--- src/design/jpeg_huff_pkg.sv ---
package jpeg_huff_pkg;

	localparam int CODE_W = 16;	// longest code in K.5
	localparam int LEN_W = 5;
	localparam int EXT_W = 26;	// 16 code bits plus 10 additional bits

	// code right-aligned, upper bits zero
	typedef struct packed {
		logic [CODE_W-1:0] code;
		logic [LEN_W-1:0] length;
	} huff_code_t;

	typedef struct packed {
		logic [EXT_W-1:0] ext_code;	// right-aligned
		logic [LEN_W-1:0] num_bits;
	} ac_out_t;

endpackage

--- src/design/jpeg_coef_pkg.sv ---
package jpeg_coef_pkg;

	localparam int COEF_W = 11;	// baseline AC coefficient, -1023..+1023
	localparam int RUN_W = 4;	// zero run 0..15
	localparam int CAT_W = 4;
	localparam int ADDL_W = 10;
	localparam int MAX_CAT = 10;	// largest AC size category

	typedef logic signed [COEF_W-1:0] coef_t;
	typedef logic [RUN_W-1:0] run_t;
	typedef logic [CAT_W-1:0] cat_t;
	typedef logic [ADDL_W-1:0] addl_t;

	// run in the high nibble, size in the low nibble
	typedef struct packed {
		run_t run;
		cat_t cat;
	} ac_sym_t;

endpackage
--- src/design/ac_code_pack.sv ---
`timescale 1ns/1ns

module ac_code_pack (
	input logic clk,
	input logic rst_n,
	input logic in_valid,
	input jpeg_coef_pkg::cat_t category,
	input jpeg_coef_pkg::addl_t addl,
	input jpeg_huff_pkg::huff_code_t code,
	output logic out_valid,
	output jpeg_huff_pkg::ac_out_t out
);
	import jpeg_huff_pkg::*;

	logic [EXT_W-1:0] addl_mask;
	logic [EXT_W-1:0] code_shift;
	ac_out_t pack_nxt;

	// keep only the low category bits of addl
	assign addl_mask = ~({EXT_W{1'b1}} << category);
	assign code_shift = EXT_W'(code.code) << category;

	assign pack_nxt.ext_code = code_shift | (EXT_W'(addl) & addl_mask);
	assign pack_nxt.num_bits = code.length + LEN_W'(category);	// max 16 + 10

	always_ff @(posedge clk or negedge rst_n) begin
		if (!rst_n) begin
			out_valid <= 1'b0;
			out <= '0;
		end else begin
			out_valid <= in_valid;
			if (in_valid)
				out <= pack_nxt;	// holds between strobes
		end
	end

endmodule

--- config.mk ---
export PLATFORM = sky130hd
export DESIGN_NAME = ac_code_pack
export DESIGN_NICKNAME = d
export VERILOG_FILES = /design/src/design/jpeg_huff_pkg.sv /design/src/design/jpeg_coef_pkg.sv /design/src/design/ac_code_pack.sv
export SDC_FILE = /design/constraint.sdc
export NUM_CORES = 1
export LEC_CHECK = 0
export BUFFER_PORTS_ARGS = -buffer_cell sky130_fd_sc_hd__buf_2
export CORE_ASPECT_RATIO = 0.8
export CORE_MARGIN = 2
export CORE_UTILIZATION = 33
export CTS_CLUSTER_DIAMETER = 200
export DETAILED_ROUTE_END_ITERATION = 12
export GPL_ROUTABILITY_DRIVEN = 1
export PLACE_DENSITY = 0.68
export SYNTH_ARGS = -nofsm -noshare
export SYNTH_HDL_FRONTEND = slang
export SYNTH_SLANG_ARGS = --single-unit
--- constraint.sdc ---
create_clock -name clk -period 1 [get_ports clk]
set_input_delay 0.2 -clock clk [delete_from_list [all_inputs] [get_ports clk]]
set_output_delay 0.2 -clock clk [all_outputs]
set_load 0.01 [all_outputs]
Yosys cells after proc, flatten, opt, wreduce, memory -nomap -nowiden:

Index checks and enable logic that the tools add are counted.

* $add $sub $neg: 1
* shift-type cells: 2
* bitwise logic cells: 3

Operator list (count)
* 10-bit by 26-bit AND with 26-bit output: 1
* 26-bit inverter: 1
* 26-bit OR: 1
* 16-bit by 4-bit << shifter with 26-bit output: 1
* 26-bit by 4-bit << shifter with 26-bit output (first input constant): 1
* 5-bit by 4-bit adder with 5-bit output: 1

* register bits after elaboration: 32
* input bits: 38
* logic and storage cells: 9

Longest topological paths before layout:

* word-level depth: 4
* depth in mapped cells: 7

Least setup slack after synthesis:

Ideal clock, no wire load.

* path type: input -> register
* start point: input port category[2]
* end point: register out[24] in the netlist's numbering
* setup time: 0.127 ns
* arrival time: 1.491 ns
* path slack: -0.618 ns
* stages on the path: 5
* path buffers: 1
* path through: clkbuf_1 -> mux4_2 -> mux2_2 -> a221oi_1 -> nor2_1

* cells in the longest elaborated chain, start to end: 4

Ends and longest elaborated chain
* from (decl): RTL line ac_code_pack.sv:7 `input jpeg_coef_pkg::cat_t category,`
* 26-bit by 4-bit << shifter with 26-bit output: RTL line ac_code_pack.sv:20 `assign addl_mask = ~({EXT_W{1'b1}} << category);`
* 26-bit inverter: RTL line ac_code_pack.sv:20
* 10-bit by 26-bit AND with 26-bit output: RTL line ac_code_pack.sv:23 `assign pack_nxt.ext_code = code_shift | (EXT_W'(addl) & addl_mask);`
* 26-bit OR *: RTL line ac_code_pack.sv:23
* to (signal assigned): RTL line ac_code_pack.sv:33 `out <= pack_nxt;`
* to (decl): RTL line ac_code_pack.sv:11 `output jpeg_huff_pkg::ac_out_t out`

Mark *: on every way between the ends. The rest lies on a longest branch, timed or not.
A chain may end at the register's enable or synchronous reset.

Worst setup path after layout:

* start point: input port category[0]
* end point: register out[12] in the netlist's numbering

Same word-level chain as after synthesis.

==> summary.md <==
| Metric | Value |
|---|---|
| Worst Slack Setup Final | -269 ps |
| CTS sink count | 32 |
| Vias in the first global route | 2392 |
| GP Congestion | 0.903 |
| Post-synthesis cell type count | 46 |
| CTS tree | yes |
| GR Layer Usage met2 | 34.2% |
| Vias | 2378 |
| Core area | 6470 µm² |
| Leakage power | 1.81 nW |
| Hold Path Cell Cnt | 3 |
| CTS Buf Count | 5 |
| Synthesis-to-finish area growth | 75.6% |
| Remaining Overflow, GRT | 0 |
| Wire length of the first global-routing pass | 12.6 mm |
| Fin Hold WS | 183 ps |
| Port Buffers | 69 |
| CP Cell Sequence | buf_16 -> mux4_2 -> mux2i_2 -> o21ai_1 -> mux2_4 |
| CP Capture Type | register |
| Antenna viol nets, final | 0 |
| Status | finished, violations left |
| Met1 Usage GRT | 31.0% |
| Reg-to-reg critical path endpoint | out[20]$_DFFE_PN0P_ |
| Worst EP required | 1170 ps |
| Ys Warns | 0 |
| Max Root-Sink Buffers | 2 |
| Crit Path Class | in -> reg |
| DR DRC count | 0 |
| ANT cells | 0 |
| Routed vias/inst | 5.31 |
| Number of iterations in the first detailed-routing pass | 4 |
| Synthesized cell area | 2250 µm² |
| Root Buffer | clkbuf_8 |
| HP Class | in -> reg |
| Initial antenna violation count | 0 |
| DP Worst Slack | -999 ps |
| Clock skew | 0 ps |
| Filler cells | 535 |
| R2r worst-path depth | 4 |
| Gr busiest metal | met2 |
| Critical Path Max Stage Delay | 540 ps |
| FF+latch count, synth | 32 |
| CTS H-tree lvls | 2 |
| Ports | 70 |
| DP Wirelength | 5.45 mm |
| FFs w/ async S/R, synth | 100% |
| Failing checks | negative setup slack |
| Slowest cell on crit path | mux4_2 |
| Avg WL per Cell | 17.7 µm |
| Mapped Cells | 221 |
| Predominant post-synthesis flop cell | dfrtp_1 |
| R2r setup slk | 50 ps |
| Hold path startpoint | addl[4] |
| Final wirelength | 7.92 mm |
| Bufs and invs on worst path | 1 |
| EDFF count, synth | 0 |
| Row cnt | 26 |
| Initial core utilization | 34.7% |
| Fmax achieved | 788 MHz |
| Top delay family on crit path | multiplexers |
| Worst slew pin tran | 331 ps |
| Clock transition at path regs | 70 ps |
| Register area | 801 µm² |
| Gr usage total | 21.8% |
| Met3 Track Usage GR | 4.95% |
| Mapped Nets | 264 |
| Critical-path maximum fanout | 9 |
| Worst R2R Start | out[20]$_DFFE_PN0P_ |
| Largest net degree at the start of global routing | 33 |
| Die height | 77.8 µm |
| Register area share after synthesis | 35.6% |
| Final setup vio count | 39 |
| Max-slew violations | 0 |
| Area of the multi-input gates | 1670 µm² |
| RSZ-0062 raised after global routing | true |
| Share of layout cells above drive strength 1 | 62.9% |
| Fin crit share | 127% |
| Relative slew margins | 77.3% |
| Hold Vio Cnt, Final | 0 |
| Worst Path Arrival | 1440 ps |
| Startpoint types | primary input |
| Synth Area per Inst | 10.2 µm² |
| Fin crit period | 1270 ps |
| Worst Hold Endpoint | out[9]$_DFFE_PN0P_ |
| 1st-iter DRT viols | 154 |
| Pwr dens | 1200 nW/µm² |
| DIE AREA | 7490 µm² |
| Clock latency at the later pin of the worst-skew pair | 280 ps |
| Die W | 96.3 µm |
| Max IR drop VDD | 552 µV |
| Maxcap violations | 0 |
| Nets | 406 |
-- metrics by stage --
stage          utilization [%]  cells  power, W  TNS, ps  area, µm²
2_1_floorplan                -    221   0.00237    -8390       2430
3_3_place_gp              48.0    404   0.00294   -23350       3110
3_5_place_dp              48.0    404   0.00296   -24530       3110
4_1_cts                   57.0    440   0.00455    -3840       3690
5_1_grt                   61.0    448   0.00500    -5980       3950
6_report                  61.0    448   0.00475    -4220       3950
-- worst max path at each step --
stage | to | cells past startpoint | slack (ps) | from
floorplan | out[15]$_DFFE_PN0P_ | 5 | -500 | category[0]
global placement | out[18]$_DFFE_PN0P_ | 5 | -940 | category[0]
detailed placement | out[18]$_DFFE_PN0P_ | 5 | -1000 | category[0]
CTS | out[15]$_DFFE_PN0P_ | 5 | -250 | category[0]
global route | out[12]$_DFFE_PN0P_ | 5 | -330 | category[0]
finish | out[12]$_DFFE_PN0P_ | 5 | -270 | category[0]
-- report_power, final --
| group | switching [W] | internal (W) |
|---|---|---|
| Sequential | 0.0000938 | 0.00147 |
| Clock | 0.000505 | 0.000740 |
| Combinational | 0.000856 | 0.00108 |
-- sequential cells by signal, indices dropped and copies added, names as in the netlist --
| signal | cells |
|---|---|
| out | 31 |
| out_valid | 1 |
-- kinds of logic (layout without fill, tap and decap cells) --
group,Yosys count,in the layout,synth area share [%]
adder cells (fa/ha/maj),5,5,3.12
buffers and inverters,27,170,5.07
XOR/XNOR,2,2,0.780
flip-flops,32,32,35.6
multiplexers,46,46,27.5
AND/OR/NAND/NOR,59,59,11.7
AO/OA/AOI/OAI,50,50,16.2
-- routing by layer --
layer  part of all wire (%)  up-vias  wire, µm
li1                       -     1108         -
met1                     44     1147      3490
met2                     47      114      3700
met3                    8.3        9       655
met4                   0.96        0        76
met5                      0        -         0
-- Yosys cell counts, types with 3 or more instances --
| cell type | instances | area share, % |
|---|---|---|
| nor2b_1 | 5 | 1.4 |
| inv_1 | 8 | 1.3 |
| o21ai_1 | 3 | 0.67 |
| nor3_1 | 3 | 0.67 |
| a21oi_1 | 10 | 2.2 |
| mux2_2 | 10 | 5.0 |
| mux2_1 | 6 | 3.0 |
| o221ai_1 | 5 | 1.9 |
| ha_1 | 4 | 2.2 |
| nor4_1 | 3 | 0.84 |
| nor2_1 | 27 | 4.5 |
| mux4_2 | 11 | 11 |
| nand2_1 | 15 | 2.5 |
| a221oi_1 | 3 | 1.2 |
| buf_1 | 4 | 0.67 |
| o21ai_0 | 5 | 1.1 |
| mux2i_1 | 19 | 8.5 |
| clkbuf_1 | 7 | 1.2 |
| o2bb2ai_1 | 3 | 1.2 |
| dfrtp_1 | 32 | 36 |
| buf_2 | 4 | 0.89 |
-- area by class of cell --
type	instances	share of cell area [%]
Multi-Input combinational cell	162	42.4
Timing Repair Buffer	151	30.9
Sequential cell	32	20.3
Tap cell	84	2.66
Clock buffer	6	1.84
Inverter	11	1.05
Clock inverter	2	0.888
-- worst min-delay path, cell delays in order --
cell and delay, ps:
buf_2 80, o211ai_1 80, o221ai_2 70
-- layout by cell type (no fill, tap or decap), types with 6 or more instances in the layout --
cell / count
nor2_1: 25
buf_6: 17
a21oi_1: 6
buf_2: 54
buf_4: 69
mux2i_1: 9
dfrtp_1: 32
nand2_1: 13
inv_1: 7
mux4_2: 11
mux2_4: 13
-- repair_timing --
item,4_1_cts,5_1_grt
setup endpoints to repair,62,60
gates resized for setup,49,39
hold buffers,1,0
pin swaps,15,10
endpoints found under the hold margin,32,0
gates cloned,3,0
setup buffers,25,10
(Power assumes the default switching activity.)
