## src/design/jpeg_coef_pkg.sv

```systemverilog
package jpeg_coef_pkg;

	localparam int COEF_W = 11;	// baseline AC coefficient, -1023..+1023
	localparam int RUN_W = 4;	// zero run 0..15
	localparam int CAT_W = 4;
	localparam int ADDL_W = 10;
	localparam int MAX_CAT = 10;	// largest AC size category

	typedef logic signed [COEF_W-1:0] coef_t;
	typedef logic [RUN_W-1:0] run_t;
	typedef logic [CAT_W-1:0] cat_t;
	typedef logic [ADDL_W-1:0] addl_t;

	// run in the high nibble, size in the low nibble
	typedef struct packed {
		run_t run;
		cat_t cat;
	} ac_sym_t;

endpackage
```

## src/design/ac_category_calc.sv

```systemverilog
`timescale 1ns/1ns

module ac_category_calc (
	input jpeg_coef_pkg::coef_t coef,
	output jpeg_coef_pkg::cat_t category,
	output jpeg_coef_pkg::addl_t addl
);
	import jpeg_coef_pkg::*;

	logic [COEF_W-1:0] mag;
	coef_t addl_full;

	assign mag = coef[COEF_W-1] ? -coef : coef;

	// highest set bit of the magnitude, plus one
	always_comb begin
		category = '0;
		for (int i = 0; i < MAX_CAT; i++) begin
			if (mag[i])
				category = cat_t'(i + 1);
		end
	end

	// negative values send the ones' complement of the magnitude
	assign addl_full = coef[COEF_W-1] ? coef - coef_t'(1) : coef;
	assign addl = addl_full[ADDL_W-1:0];	// sign bit dropped

endmodule

```

## config.mk

```make
export PLATFORM = sky130hd
export DESIGN_NAME = ac_category_calc
export DESIGN_NICKNAME = d
export VERILOG_FILES = /design/src/design/jpeg_coef_pkg.sv /design/src/design/ac_category_calc.sv
export SDC_FILE = /design/constraint.sdc
export NUM_CORES = 1
export LEC_CHECK = 0
export ABC_AREA = 1
export BUFFER_PORTS_ARGS = -buffer_cell sky130_fd_sc_hd__buf_2
export CORE_AREA = 2 2 39 41
export DETAILED_ROUTE_END_ITERATION = 8
export DIE_AREA = 0 0 41 43
export GPL_TIMING_DRIVEN = 1
export PLACE_DENSITY = 0.82
export SYNTH_ARGS = -nofsm -noshare
export SYNTH_HDL_FRONTEND = slang
export SYNTH_SLANG_ARGS = --single-unit
export TNS_END_PERCENT = 30
```

## constraint.sdc

```tcl
create_clock -name vclk -period 1.5
set_clock_uncertainty 0.05 [all_clocks]
set_input_delay 0.3 -clock vclk [all_inputs]
set_output_delay 0.3 -clock vclk [all_outputs]
set_load 0.02 [all_outputs]
```

After elaboration in Yosys (flattened, before gate mapping)
Cells that the tools add are included.
{"block": "op_classes", "addsub": 2, "mux": 12}
{"cell": "4-bit two-way mux", "n": 9}
{"cell": "10-bit two-way mux", "n": 2}
{"cell": "10-bit negation", "n": 1}
{"cell": "10-bit by 2-bit subtractor with 10-bit output (second input constant)", "n": 1}
{"cell": "1-bit two-way mux", "n": 1}
{"block": "totals", "out_inout_bits": 14, "inputBits": 11, "regBits": 0, "wordCells": 14}

Depth between registers and ports, before layout
Gate-level depths: netlist of run 1.
{"block": "logic_depth", "word_depth": 12, "mapped_depth": 12}

Worst setup path before layout of run 1
OpenSTA, ideal clock, no wires.
{"block": "synth_timing", "path_kind": "in2out", "start": "in coef[1]", "end": "out category[0]", "arrival_ns": 1.515, "path_slack_ns": -0.365, "required_time_ns": 1.150, "cell_stages": 11, "path_cell_list": "inv_1 > ha_1 > nand2_1 > nor2_1 > nand2_1 > nand2_2 > xor2_2 > inv_1 > nand2_1 > nand2_1 > a21oi_1"}
{"block": "synth_between", "elab_chain_cells": 11}
{"item": "start: declaration", "line_no": "ac_category_calc.sv:4", "rtl": "input jpeg_coef_pkg::coef_t coef,"}
{"item": "10-bit negation", "line_no": "ac_category_calc.sv:13", "rtl": "assign mag = coef[COEF_W-1] ? -coef : coef;"}
{"item": "10-bit two-way mux *", "line_no": "ac_category_calc.sv:13"}
{"item": "4-bit two-way mux (8 in series)", "line_no": "ac_category_calc.sv:19", "rtl": "if (mag[i])"}
{"item": "4-bit two-way mux *", "line_no": "ac_category_calc.sv:19"}
{"item": "end: declaration", "line_no": "ac_category_calc.sv:5", "rtl": "output jpeg_coef_pkg::cat_t category,"}
Every way passes the cells marked *; elsewhere a longest branch is shown, timed or not.

Final worst setup path of run 1
{"block": "layout_timing", "start": "in coef[1]", "end": "out category[1]"}
The elaborated chain is that of the path after synthesis.

==> results of run 1 <==
[stage by stage]
stage	power (mW)	util (%)	setup WS, ns
final	0.407	83.7	-0.431
after global routing	0.437	83.7	-0.511
after CTS	0.383	79.7	-0.407
after detailed placement	0.330	68.6	-0.542
after global placement	0.316	68.6	-0.436
after floorplan	0.187	-	-0.170
[what timing repair did]
item                       CTS  global route
pin swaps                   22            10
resized for setup           39            10
buffers inserted             3             2
setup endpoints to repair   12            12
[cell type report]
type               instances  area [um^2]
multi-input cells         77          579
repair buffers            61          473
fillers                   84          225
inverters                 17         86.3
well taps                 16         20.0
[cell families after synthesis]
logic type               Yosys count  share of synthesized area (%)
AND/OR/NAND/NOR                   60                           54.6
buffers and inverters             18                           14.1
XOR/XNOR                          12                           24.0
AO/OA/AOI/OAI                      4                           4.94
adder cells (fa/ha/maj)            1                           2.35
[metal layers]
layer  vias to the layer above  wire (um)  track usage (%)
li1                        408          -                -
met1                       363        710             24.3
met2                        20       1220             53.1
met3                         4         63             1.05
met4                         0         34             4.00
met5                         -          0                0
[power groups by stage]
stage	registers [mW]	clock network, mW	logic, mW
after global routing	0	0	0.437
after CTS	0	0	0.383
after floorplan	0	0	0.187
after global placement	0	0	0.316
after detailed placement	0	0	0.330
final	0	0	0.407
[final timing paths]
kind | startpoint | end
worst min-delay path | coef[9] | addl[9]
worst max-delay path | coef[1] | category[1]
[critical path, cell delays in order]
cell,delay [ns]
buf_12,0.11
inv_12,0.05
ha_4,0.15
buf_6,0.10
nand3_4,0.06
nand2_2,0.09
nand2_2,0.06
xor2_2,0.19
inv_2,0.06
nor2_4,0.11
nand2_1,0.09
nand2_1,0.09
buf_6,0.12
[placed cells by master (no fill, tap or decap), drive strengths merged]
cell type | Yosys | layout
nand3b | 1 | 1
inv | 17 | 17
o21ai | 2 | 2
nand2 | 33 | 33
o21a | 1 | 1
buf | 1 | 61
nor3 | 2 | 2
nor2 | 12 | 12
xnor2 | 1 | 1
ha | 1 | 1
nand3 | 11 | 11
a21oi | 1 | 1
xor2 | 11 | 11
nand4 | 1 | 1
==> impl_metrics.py, run 1 <==
metrics = {
    "die": {
        "io_pins": 25,
        "placementRows": 14,
        "die_w_um": 41,
        "fp.dieH_um": 43,
        "start_util_pct": 38.4,
        "core_area_um2": 1380,
        "die_area_um2": 1760,
    },
    "sta": {
        "fin_crit_sh_pct": 129,
        "tightest_slew_ns": 0.204,
        "slew_headroom_pct": 86.3,
        "hold_slack_ns": 0.889,
        "fin_tns_setup_ns": -2.82,
        "worst_slack_ns": -0.431,
        "maxSlewViolCount": 0,
        "max_freq_mhz": 518,
        "min_period_ns": 1.93,
        "finalSetupViolCount": 12,
        "grt_setup_unrepaired": "true",
        "finalHoldViolations": 0,
    },
    "synth": {
        "synth_nets": 107,
        "yosysMostFrequentCell": "nand2_1",
        "synth_area_leader_cell": "nand2_1",
        "synthTopCellsByCount": "26 x nand2_1, 11 x inv_1, 10 x nand3_1",
        "yosysUniqueCellTypes": 22,
        "synthCells": 95,
        "synth_area_um2": 532,
        "yosys.area.top_type_share_pct": 18.4,
        "ys_seq_area_share_pct": 0,
        "netlist_top_cells_area": "nand2_1 18%, xor2_1 13%, nand3_1 9.4%, xor2_2 9.2%, nand2_2 8.2%",
        "ys.warnings.count": 0,
        "syn-mean-instance-area_um2": 5.60,
    },
    "grt": {
        "grt_pass1_vias": 806,
        "grt_max_degree": 11,
        "grt_usage_pct": 25.5,
        "grt_pass1_wl_um": 3220,
        "gr-total-overflow": 0,
        "antenna_found_initial": 0,
    },
    "pwr": {
        "p_int_mw": 0.192,
        "p_per_area_nw_per_um2": 351,
        "switching_share_pct": 52.9,
        "clkPwrFrac_pct": 0,
        "p_switching_mw": 0.215,
        "ir_worst_vdd_uv": 210,
        "combPwrFrac_pct": 100.0,
        "p_leak_nw": 0.611,
        "power_frac_seq_pct": 0,
    },
    "hold_path": {
        "hold_depth": 3,
        "hp-class": "input pin to output pin",
    },
    "place": {
        "place_hpwl_um": 1530,
        "gp_congestion": 0.842,
        "placed_area_um2": 950,
        "io_buffers": 25,
        "dp.cells": 166,
    },
    "setup_path": {
        "critPathLaunchType": "input pin",
        "arrival_ns": 1.58,
        "crit_fanout": 3,
        "crit_type": "input pin to output pin",
        "required_ns": 1.15,
        "end_kind": "output pin",
    },
    "finish": {
        "fin_nets": 169,
        "final-seq-area_um2": 0,
        "clkbuf_count": 0,
        "drive_gt1_share_pct": 67.1,
        "instances_no_fill": 171,
        "syn_to_final_growth_pct": 118,
        "final_area_um2": 1160,
        "seq_cell_count": 0,
        "diodes": 0,
    },
    "drt": {
        "ant_nets": 0,
        "vias": 795,
        "routedWlPerCell_um": 11.9,
        "post-route-drc-count": 0,
        "first_pass_iters": 3,
        "drt-vias-per-instance": 4.65,
        "wl_um": 2030,
        "drt_iter0_drc": 8,
    },
    "status": {
        "status": "complete, but fails checks",
        "violations": "negative setup slack",
    },
    "clock_network": {
        "cts_hold_buf": 0,
    },
    "job": {
        "drv_cap": 0,
    },
}
No activity file was read; power rests on OpenSTA's default activity.
==> run 2: changes to the inputs <==
--- a/config.mk
+++ b/config.mk
@@ -5,13 +5,12 @@
 export SDC_FILE = /design/constraint.sdc
 export NUM_CORES = 1
 export LEC_CHECK = 0
-export ABC_AREA = 1
 export BUFFER_PORTS_ARGS = -buffer_cell sky130_fd_sc_hd__buf_2
-export CORE_AREA = 2 2 39 41
+export CORE_UTILIZATION = 47
 export DETAILED_ROUTE_END_ITERATION = 8
-export DIE_AREA = 0 0 41 43
 export GPL_TIMING_DRIVEN = 1
-export PLACE_DENSITY = 0.82
+export PLACE_DENSITY = 0.9
+export SKIP_LAST_GASP = 1
 export SYNTH_ARGS = -nofsm -noshare
 export SYNTH_HDL_FRONTEND = slang
 export SYNTH_SLANG_ARGS = --single-unit
==> run 2 against run 1 <==
Effect of this change: the flow now stops in 4_1_cts; synthesized cell count is 7.4% higher; synthesized area is 17% higher.
==> impl_metrics.py, run 2 <==
metrics = {
    "status": {
        "status": "aborted with a tool error",
        "lastStage": "4_1_cts",
        "error_line": "[ERROR DPL-0038] Utilization greater than 100%, impossible to legalize",
    },
    "place": {
        "gp_congestion": 0.924,
        "io_buffers": 25,
        "post-place-ws_ns": -1.00,
        "place_hpwl_um": 2110,
    },
    "clock_network": {
        "postCtsSetupRepairBufs": 1,
        "cts_hold_buf": 0,
        "cts_resized": 21,
    },
    "synth": {
        "synthTopCellsByCount": "9 x nor2_1, 9 x o21ai_0, 9 x xnor2_1",
        "yosysUniqueCellTypes": 37,
        "synth_area_um2": 621,
        "yosys.area.top_type_share_pct": 12.7,
        "ys.warnings.count": 0,
        "synth_nets": 114,
        "syn-mean-instance-area_um2": 6.08,
        "synthCells": 102,
        "ys_seq_area_share_pct": 0,
        "netlist_top_cells_area": "xnor2_1 13%, o21ai_0 7.3%, xor2_1 7.1%, nor2_1 5.4%, nor3_1 4.8%",
        "synth_area_leader_cell": "xnor2_1",
    },
    "die": {
        "fp.dieH_um": 38.3,
        "placementRows": 12,
        "io_pins": 25,
        "start_util_pct": 53.0,
        "die_w_um": 38.3,
    },
}
## run 2: cell types whose count changed after synthesis, sizes merged, moves of 5 or more
cell / delta
buf: +5
clkbuf: +5
inv: -13
nand2: -27
nand3: -6
o21ai: +8
xnor2: +8
xor2: -6
## run 2: kinds of logic after synthesis
kind of cell | synth area share, %
AOI/OAI and AO/OA | 26.8
xor gates and xnor gates | 19.8
adders and majority gates | 2.02
buffers and inverters | 11.1
muxes | 1.61
and+or+nand+nor | 38.7
## run 2: per-stage QoR
stage          cells  cell area [um^2]  hold WS, ns
3_5_place_dp     168              1080        0.892
3_3_place_gp     168              1080        0.890
2_1_floorplan    102               731        0.674
==> run 3: changes to the inputs <==
--- a/config.mk
+++ b/config.mk
@@ -6,10 +6,11 @@
 export NUM_CORES = 1
 export LEC_CHECK = 0
 export BUFFER_PORTS_ARGS = -buffer_cell sky130_fd_sc_hd__buf_2
-export CORE_UTILIZATION = 47
+export CORE_AREA = 2 2 63 65
 export DETAILED_ROUTE_END_ITERATION = 8
+export DIE_AREA = 0 0 65 67
 export GPL_TIMING_DRIVEN = 1
-export PLACE_DENSITY = 0.9
+export PLACE_DENSITY_LB_ADDON = 0.15
 export SKIP_LAST_GASP = 1
 export SYNTH_ARGS = -nofsm -noshare
 export SYNTH_HDL_FRONTEND = slang
==> constraint.sdc (replaced) <==
create_clock -name vclk -period 1.95
set_clock_uncertainty 0.05 [all_clocks]
set_input_delay 0.39 -clock vclk [all_inputs]
set_output_delay 0.39 -clock vclk [all_outputs]
set_load 0.02 [all_outputs]
==> run 3 against run 2 <==
Effect of this change: the flow now finishes, with violations (negative setup slack); synthesized cell count is the same; synthesized area unchanged.
==> impl_metrics.py, run 3 <==
metrics = {
    "status": {
        "status": "complete, but fails checks",
        "violations": "negative setup slack",
    },
    "grt": {
        "grt_max_degree": 16,
        "grt_usage_pct": 11.8,
        "grt_pass1_vias": 895,
        "antenna_found_initial": 0,
        "grt_pass1_wl_um": 4120,
        "gr-total-overflow": 0,
    },
    "pwr": {
        "p_leak_nw": 0.570,
        "finalPower_mw": 0.299,
        "ir_worst_vdd_uv": 86.8,
        "p_per_area_nw_per_um2": 225,
    },
    "finish": {
        "layout_commonest_cell": "buf_4",
        "fin_nets": 175,
        "seq_cell_count": 0,
        "diodes": 0,
        "final_area_um2": 1330,
        "post-route-util_pct": 36.8,
        "instances_no_fill": 209,
        "syn_to_final_growth_pct": 114,
        "final-seq-area_um2": 0,
        "drive_gt1_share_pct": 55.9,
        "layout_common_cells": "43 x buf_4, 19 x buf_2, 9 x nor2_1, 9 x xnor2_1",
        "clkbuf_count": 0,
    },
    "die": {
        "die_w_um": 65,
        "fp.dieH_um": 67,
        "io_pins": 25,
        "placementRows": 22,
        "core_area_um2": 3610,
        "start_util_pct": 17.2,
        "die_area_um2": 4360,
    },
    "drt": {
        "wl_um": 2460,
        "vias": 936,
        "ant_nets": 0,
        "post-route-drc-count": 0,
        "routedWlPerCell_um": 11.8,
        "drt-vias-per-instance": 4.48,
        "first_pass_iters": 4,
        "drt_iter0_drc": 22,
    },
    "job": {
        "drv_cap": 0,
    },
    "sta": {
        "finalHoldViolations": 0,
        "min_period_ns": 2.62,
        "worst_slack_ns": -0.668,
        "slew_headroom_pct": 76.9,
        "fin_tns_setup_ns": -4.09,
        "tightest_slew_ns": 0.344,
        "maxSlewViolCount": 0,
        "finalSetupViolCount": 10,
        "fin_crit_sh_pct": 134,
        "max_freq_mhz": 382,
        "hold_slack_ns": 1.08,
        "grt_setup_unrepaired": "true",
    },
    "synth": {
        "syn-mean-instance-area_um2": 6.08,
        "synthTopCellsByCount": "9 x nor2_1, 9 x o21ai_0, 9 x xnor2_1",
        "yosysUniqueCellTypes": 37,
        "synth_area_leader_cell": "xnor2_1",
        "synth_top_family_by_area": "simple AND/OR/NAND/NOR gates",
        "synthCells": 102,
        "synth-simple-area-share_pct": 38.7,
        "muxShareOfSynthArea_pct": 1.61,
        "synth_xor_area_share_pct": 19.8,
        "synth_area_um2": 621,
        "synth_fa_ha_area_share_pct": 2.02,
        "synth_compound_area_share_pct": 26.8,
        "netlist_top_cells_area": "xnor2_1 13%, o21ai_0 7.3%, xor2_1 7.1%, nor2_1 5.4%, nor3_1 4.8%",
        "ys.warnings.count": 0,
        "yosys.area.top_type_share_pct": 12.7,
        "synth_nets": 114,
        "ys_seq_area_share_pct": 0,
    },
    "hold_path": {
        "hp-class": "input pin to output pin",
    },
    "setup_path": {
        "crit_fanout": 2,
        "crit_type": "input pin to output pin",
        "slowest_stage": "or4b_4",
        "required_ns": 1.51,
        "end_kind": "output pin",
        "slowest_delay_ns": 0.46,
        "critPathLaunchType": "input pin",
        "arrival_ns": 2.18,
        "path_cells": "buf_12 > inv_12 > ha_4 > or4b_4 > or3_1 > or3_1 > a21oi_2 > a221oi_4 > buf_6",
        "cpMostUsedCell": "or3_1",
    },
    "place": {
        "dp.cells": 203,
        "placed_area_um2": 1120,
        "gp_congestion": 0.718,
        "post-place-ws_ns": -0.759,
        "place_hpwl_um": 1980,
        "io_buffers": 25,
    },
    "clock_network": {
        "cts_hold_buf": 0,
    },
}
[run 3: cell counts after synthesis]
No cell type changed its count.
[run 3: what timing repair did]
item / CTS / global route
hold endpoints to repair: 0 / 0
setup endpoints to repair: 10 / 10
pin swaps: 10 / 7
cloned: 0 / 0
resized for setup: 33 / 3
buffers inserted: 6 / 1
[run 3: logic make-up after synthesis]
| kind of cell | Yosys count |
|---|---|
| muxes | 1 |
| adders and majority gates | 1 |
| xor gates and xnor gates | 14 |
| AOI/OAI and AO/OA | 27 |
| and+or+nand+nor | 44 |
| buffers and inverters | 15 |
[run 3: layout make-up]
| type | instances | area (um^2) |
|---|---|---|
| well taps | 48 | 60.1 |
| inverters | 4 | 35.0 |
| multi-input cells | 87 | 707 |
| fillers | 409 | 2280 |
| repair buffers | 70 | 526 |
[run 3: worst max-delay path: cells and delay by family]
kind                     cells  cell delay [ns]
buffers and inverters        3             0.30
AND/OR/NAND/NOR              3             1.13
AO/OA/AOI/OAI                2             0.23
adder cells (fa/ha/maj)      1             0.12
[run 3: path summary, 6_finish.rpt]
check	startpoint	depth (start not counted)	slack [ns]	endpoint
setup / recovery	coef[0]	9	-0.67	category[0]
hold / removal	coef[9]	3	1.08	addl[9]
[run 3: metal layers]
layer | up-vias | share of wire, % | GRT usage [%]
met5 | - | 0 | 0
met4 | 0 | 0 | 0
met3 | 0 | 3.6 | 0
met2 | 28 | 53 | 23.3
met1 | 422 | 44 | 15.0
li1 | 486 | - | -
[run 3: where the power goes]
group / internal, mW / total, mW / leakage [nW] / switching [mW]
combinational: 0.147 / 0.299 / 0.570 / 0.152
clock: 0 / 0 / 0 / 0
sequential: 0 / 0 / 0 / 0
==> run 4: changes to the inputs <==
--- a/config.mk
+++ b/config.mk
@@ -10,8 +10,8 @@
 export DETAILED_ROUTE_END_ITERATION = 8
 export DIE_AREA = 0 0 65 67
 export GPL_TIMING_DRIVEN = 1
+export MAX_ROUTING_LAYER = met4
 export PLACE_DENSITY_LB_ADDON = 0.15
-export SKIP_LAST_GASP = 1
 export SYNTH_ARGS = -nofsm -noshare
 export SYNTH_HDL_FRONTEND = slang
 export SYNTH_SLANG_ARGS = --single-unit
==> run 4 against run 3 <==
Effect of this change: critical endpoint unchanged; first-iteration DRC count decreased by 18%; critical path depth unchanged; final area increased by 5.3%; non-clock buffer count stayed put; fmax barely moved; largest cell class unchanged; total power up 4.9%; utilization is 1.9 points higher; combinational power increased by 5%; sequential share of layout area stayed put; the flow still finishes with violations (negative setup slack); die area is the same; hold slack gained 0.00069 ns.
==> impl_metrics.py, run 4 (synthesized netlist as in run 3, its figures left out) <==
metrics = {
    "grt": {
        "grt.met2_usage_pct": 24.0,
        "use_met1_pct": 15.1,
        "grt_pass1_vias": 916,
        "antenna_found_initial": 0,
        "busiest_layer": "met2",
        "grt_usage_pct": 12.3,
        "use_met3_pct": 0,
        "grt_max_degree": 16,
        "grt_pass1_wl_um": 4220,
        "gr-total-overflow": 0,
    },
    "finish": {
        "clkbuf_count": 0,
        "drive_gt1_share_pct": 60.2,
        "layout_commonest_cell": "buf_4",
        "seq_cell_count": 0,
        "instances_no_fill": 209,
        "diodes": 0,
        "final-seq-area_um2": 0,
        "fin_nets": 175,
        "layout_common_cells": "48 x buf_4, 13 x buf_2, 9 x xnor2_1",
        "syn_to_final_growth_pct": 125,
    },
    "die": {
        "start_util_pct": 17.2,
        "fp.dieH_um": 67,
        "placementRows": 22,
        "core_area_um2": 3610,
        "die_area_um2": 4360,
        "die_w_um": 65,
        "io_pins": 25,
    },
    "drt": {
        "post-route-drc-count": 0,
        "routedWlPerCell_um": 12.2,
        "vias": 946,
        "ant_nets": 0,
        "wl_um": 2550,
        "drt-vias-per-instance": 4.53,
        "drt_iter0_drc": 18,
        "first_pass_iters": 4,
    },
    "pwr": {
        "p_leak_nw": 0.596,
        "ir_worst_vdd_uv": 88.9,
        "p_switching_mw": 0.159,
        "combPwrFrac_pct": 100.0,
        "p_per_area_nw_per_um2": 224,
        "switching_share_pct": 50.8,
        "power_frac_seq_pct": 0,
        "p_int_mw": 0.154,
        "clkPwrFrac_pct": 0,
    },
    "hold_path": {
        "hold_path_end": "addl[9]",
        "hold_depth": 3,
        "hp-class": "input pin to output pin",
        "hp-start": "coef[9]",
    },
    "place": {
        "dp.cells": 203,
        "post-place-ws_ns": -0.759,
        "place_hpwl_um": 1980,
        "gp_congestion": 0.726,
        "io_buffers": 25,
    },
    "sta": {
        "grt_setup_unrepaired": "true",
        "worst_slack_ns": -0.670,
        "maxSlewViolCount": 0,
        "finalHoldViolations": 0,
        "max_freq_mhz": 382,
        "slew_headroom_pct": 76.7,
        "tightest_slew_ns": 0.346,
        "min_period_ns": 2.62,
        "fin_crit_sh_pct": 134,
        "finalSetupViolCount": 9,
    },
    "status": {
        "violations": "negative setup slack",
        "status": "complete, but fails checks",
    },
    "setup_path": {
        "crit_fanout": 2,
        "required_ns": 1.51,
        "arrival_ns": 2.18,
        "end_kind": "output pin",
        "crit_type": "input pin to output pin",
        "critPathLaunchType": "input pin",
    },
    "clock_network": {
        "cts_hold_buf": 0,
    },
    "job": {
        "drv_cap": 0,
    },
}
## run 4: cell type report
type | instances | area, um^2
repair buffers | 70 | 544
multi-input cells | 87 | 758
fillers | 409 | 2210
well taps | 48 | 60.1
inverters | 4 | 35.0
## run 4: repair_timing
action | CTS | global route
hold endpoints to repair | 0 | 0
setup buffers | 6 | 1
pin swaps | 10 | 9
endpoints found under the setup margin | 10 | 10
gates resized for setup | 48 | 7
## run 4: how the worst max path moves through the flow
stage / start / to / slack, ns / cells past startpoint
global route: coef[0] / category[0] / -0.71 / 9
finish: coef[0] / category[0] / -0.67 / 9
CTS: coef[0] / category[0] / -0.70 / 9
floorplan: coef[0] / category[0] / -0.48 / 8
global placement: coef[0] / category[0] / -0.72 / 9
detailed placement: coef[0] / category[0] / -0.76 / 9
## run 4: power by group through the flow
stage	Sequential [mW]	Clock [mW]	Combinational [mW]
after global routing	0	0	0.338
after detailed placement	0	0	0.258
after global placement	0	0	0.255
final	0	0	0.313
after floorplan	0	0	0.143
after CTS	0	0	0.309
## run 4: through the flow
stage                     total power [mW]  area, um^2  util [%]  hold slack, ns  TNS [ns]
after floorplan                      0.143         686         -           0.854     -2.46
after detailed placement             0.258        1120      31.0            1.09     -4.88
final                                0.313        1400      38.8            1.08     -3.59
after CTS                            0.309        1360      37.8            1.09     -4.03
after global placement               0.255        1120      31.0            1.08     -4.60
after global routing                 0.338        1400      38.8            1.09     -4.27
## run 4: worst max-delay path, stage by stage
cell,delay [ns]
buf_12,0.11
inv_12,0.04
ha_4,0.12
or4b_4,0.46
or3_1,0.34
or3_1,0.33
a21oi_2,0.18
a221oi_4,0.05
buf_6,0.15
## run 4: layer usage
layer | up-vias | wire (um)
met2 | 21 | 1340
li1 | 489 | -
met3 | 0 | 72
met4 | 0 | 0
met1 | 436 | 1140
met5 | - | 0
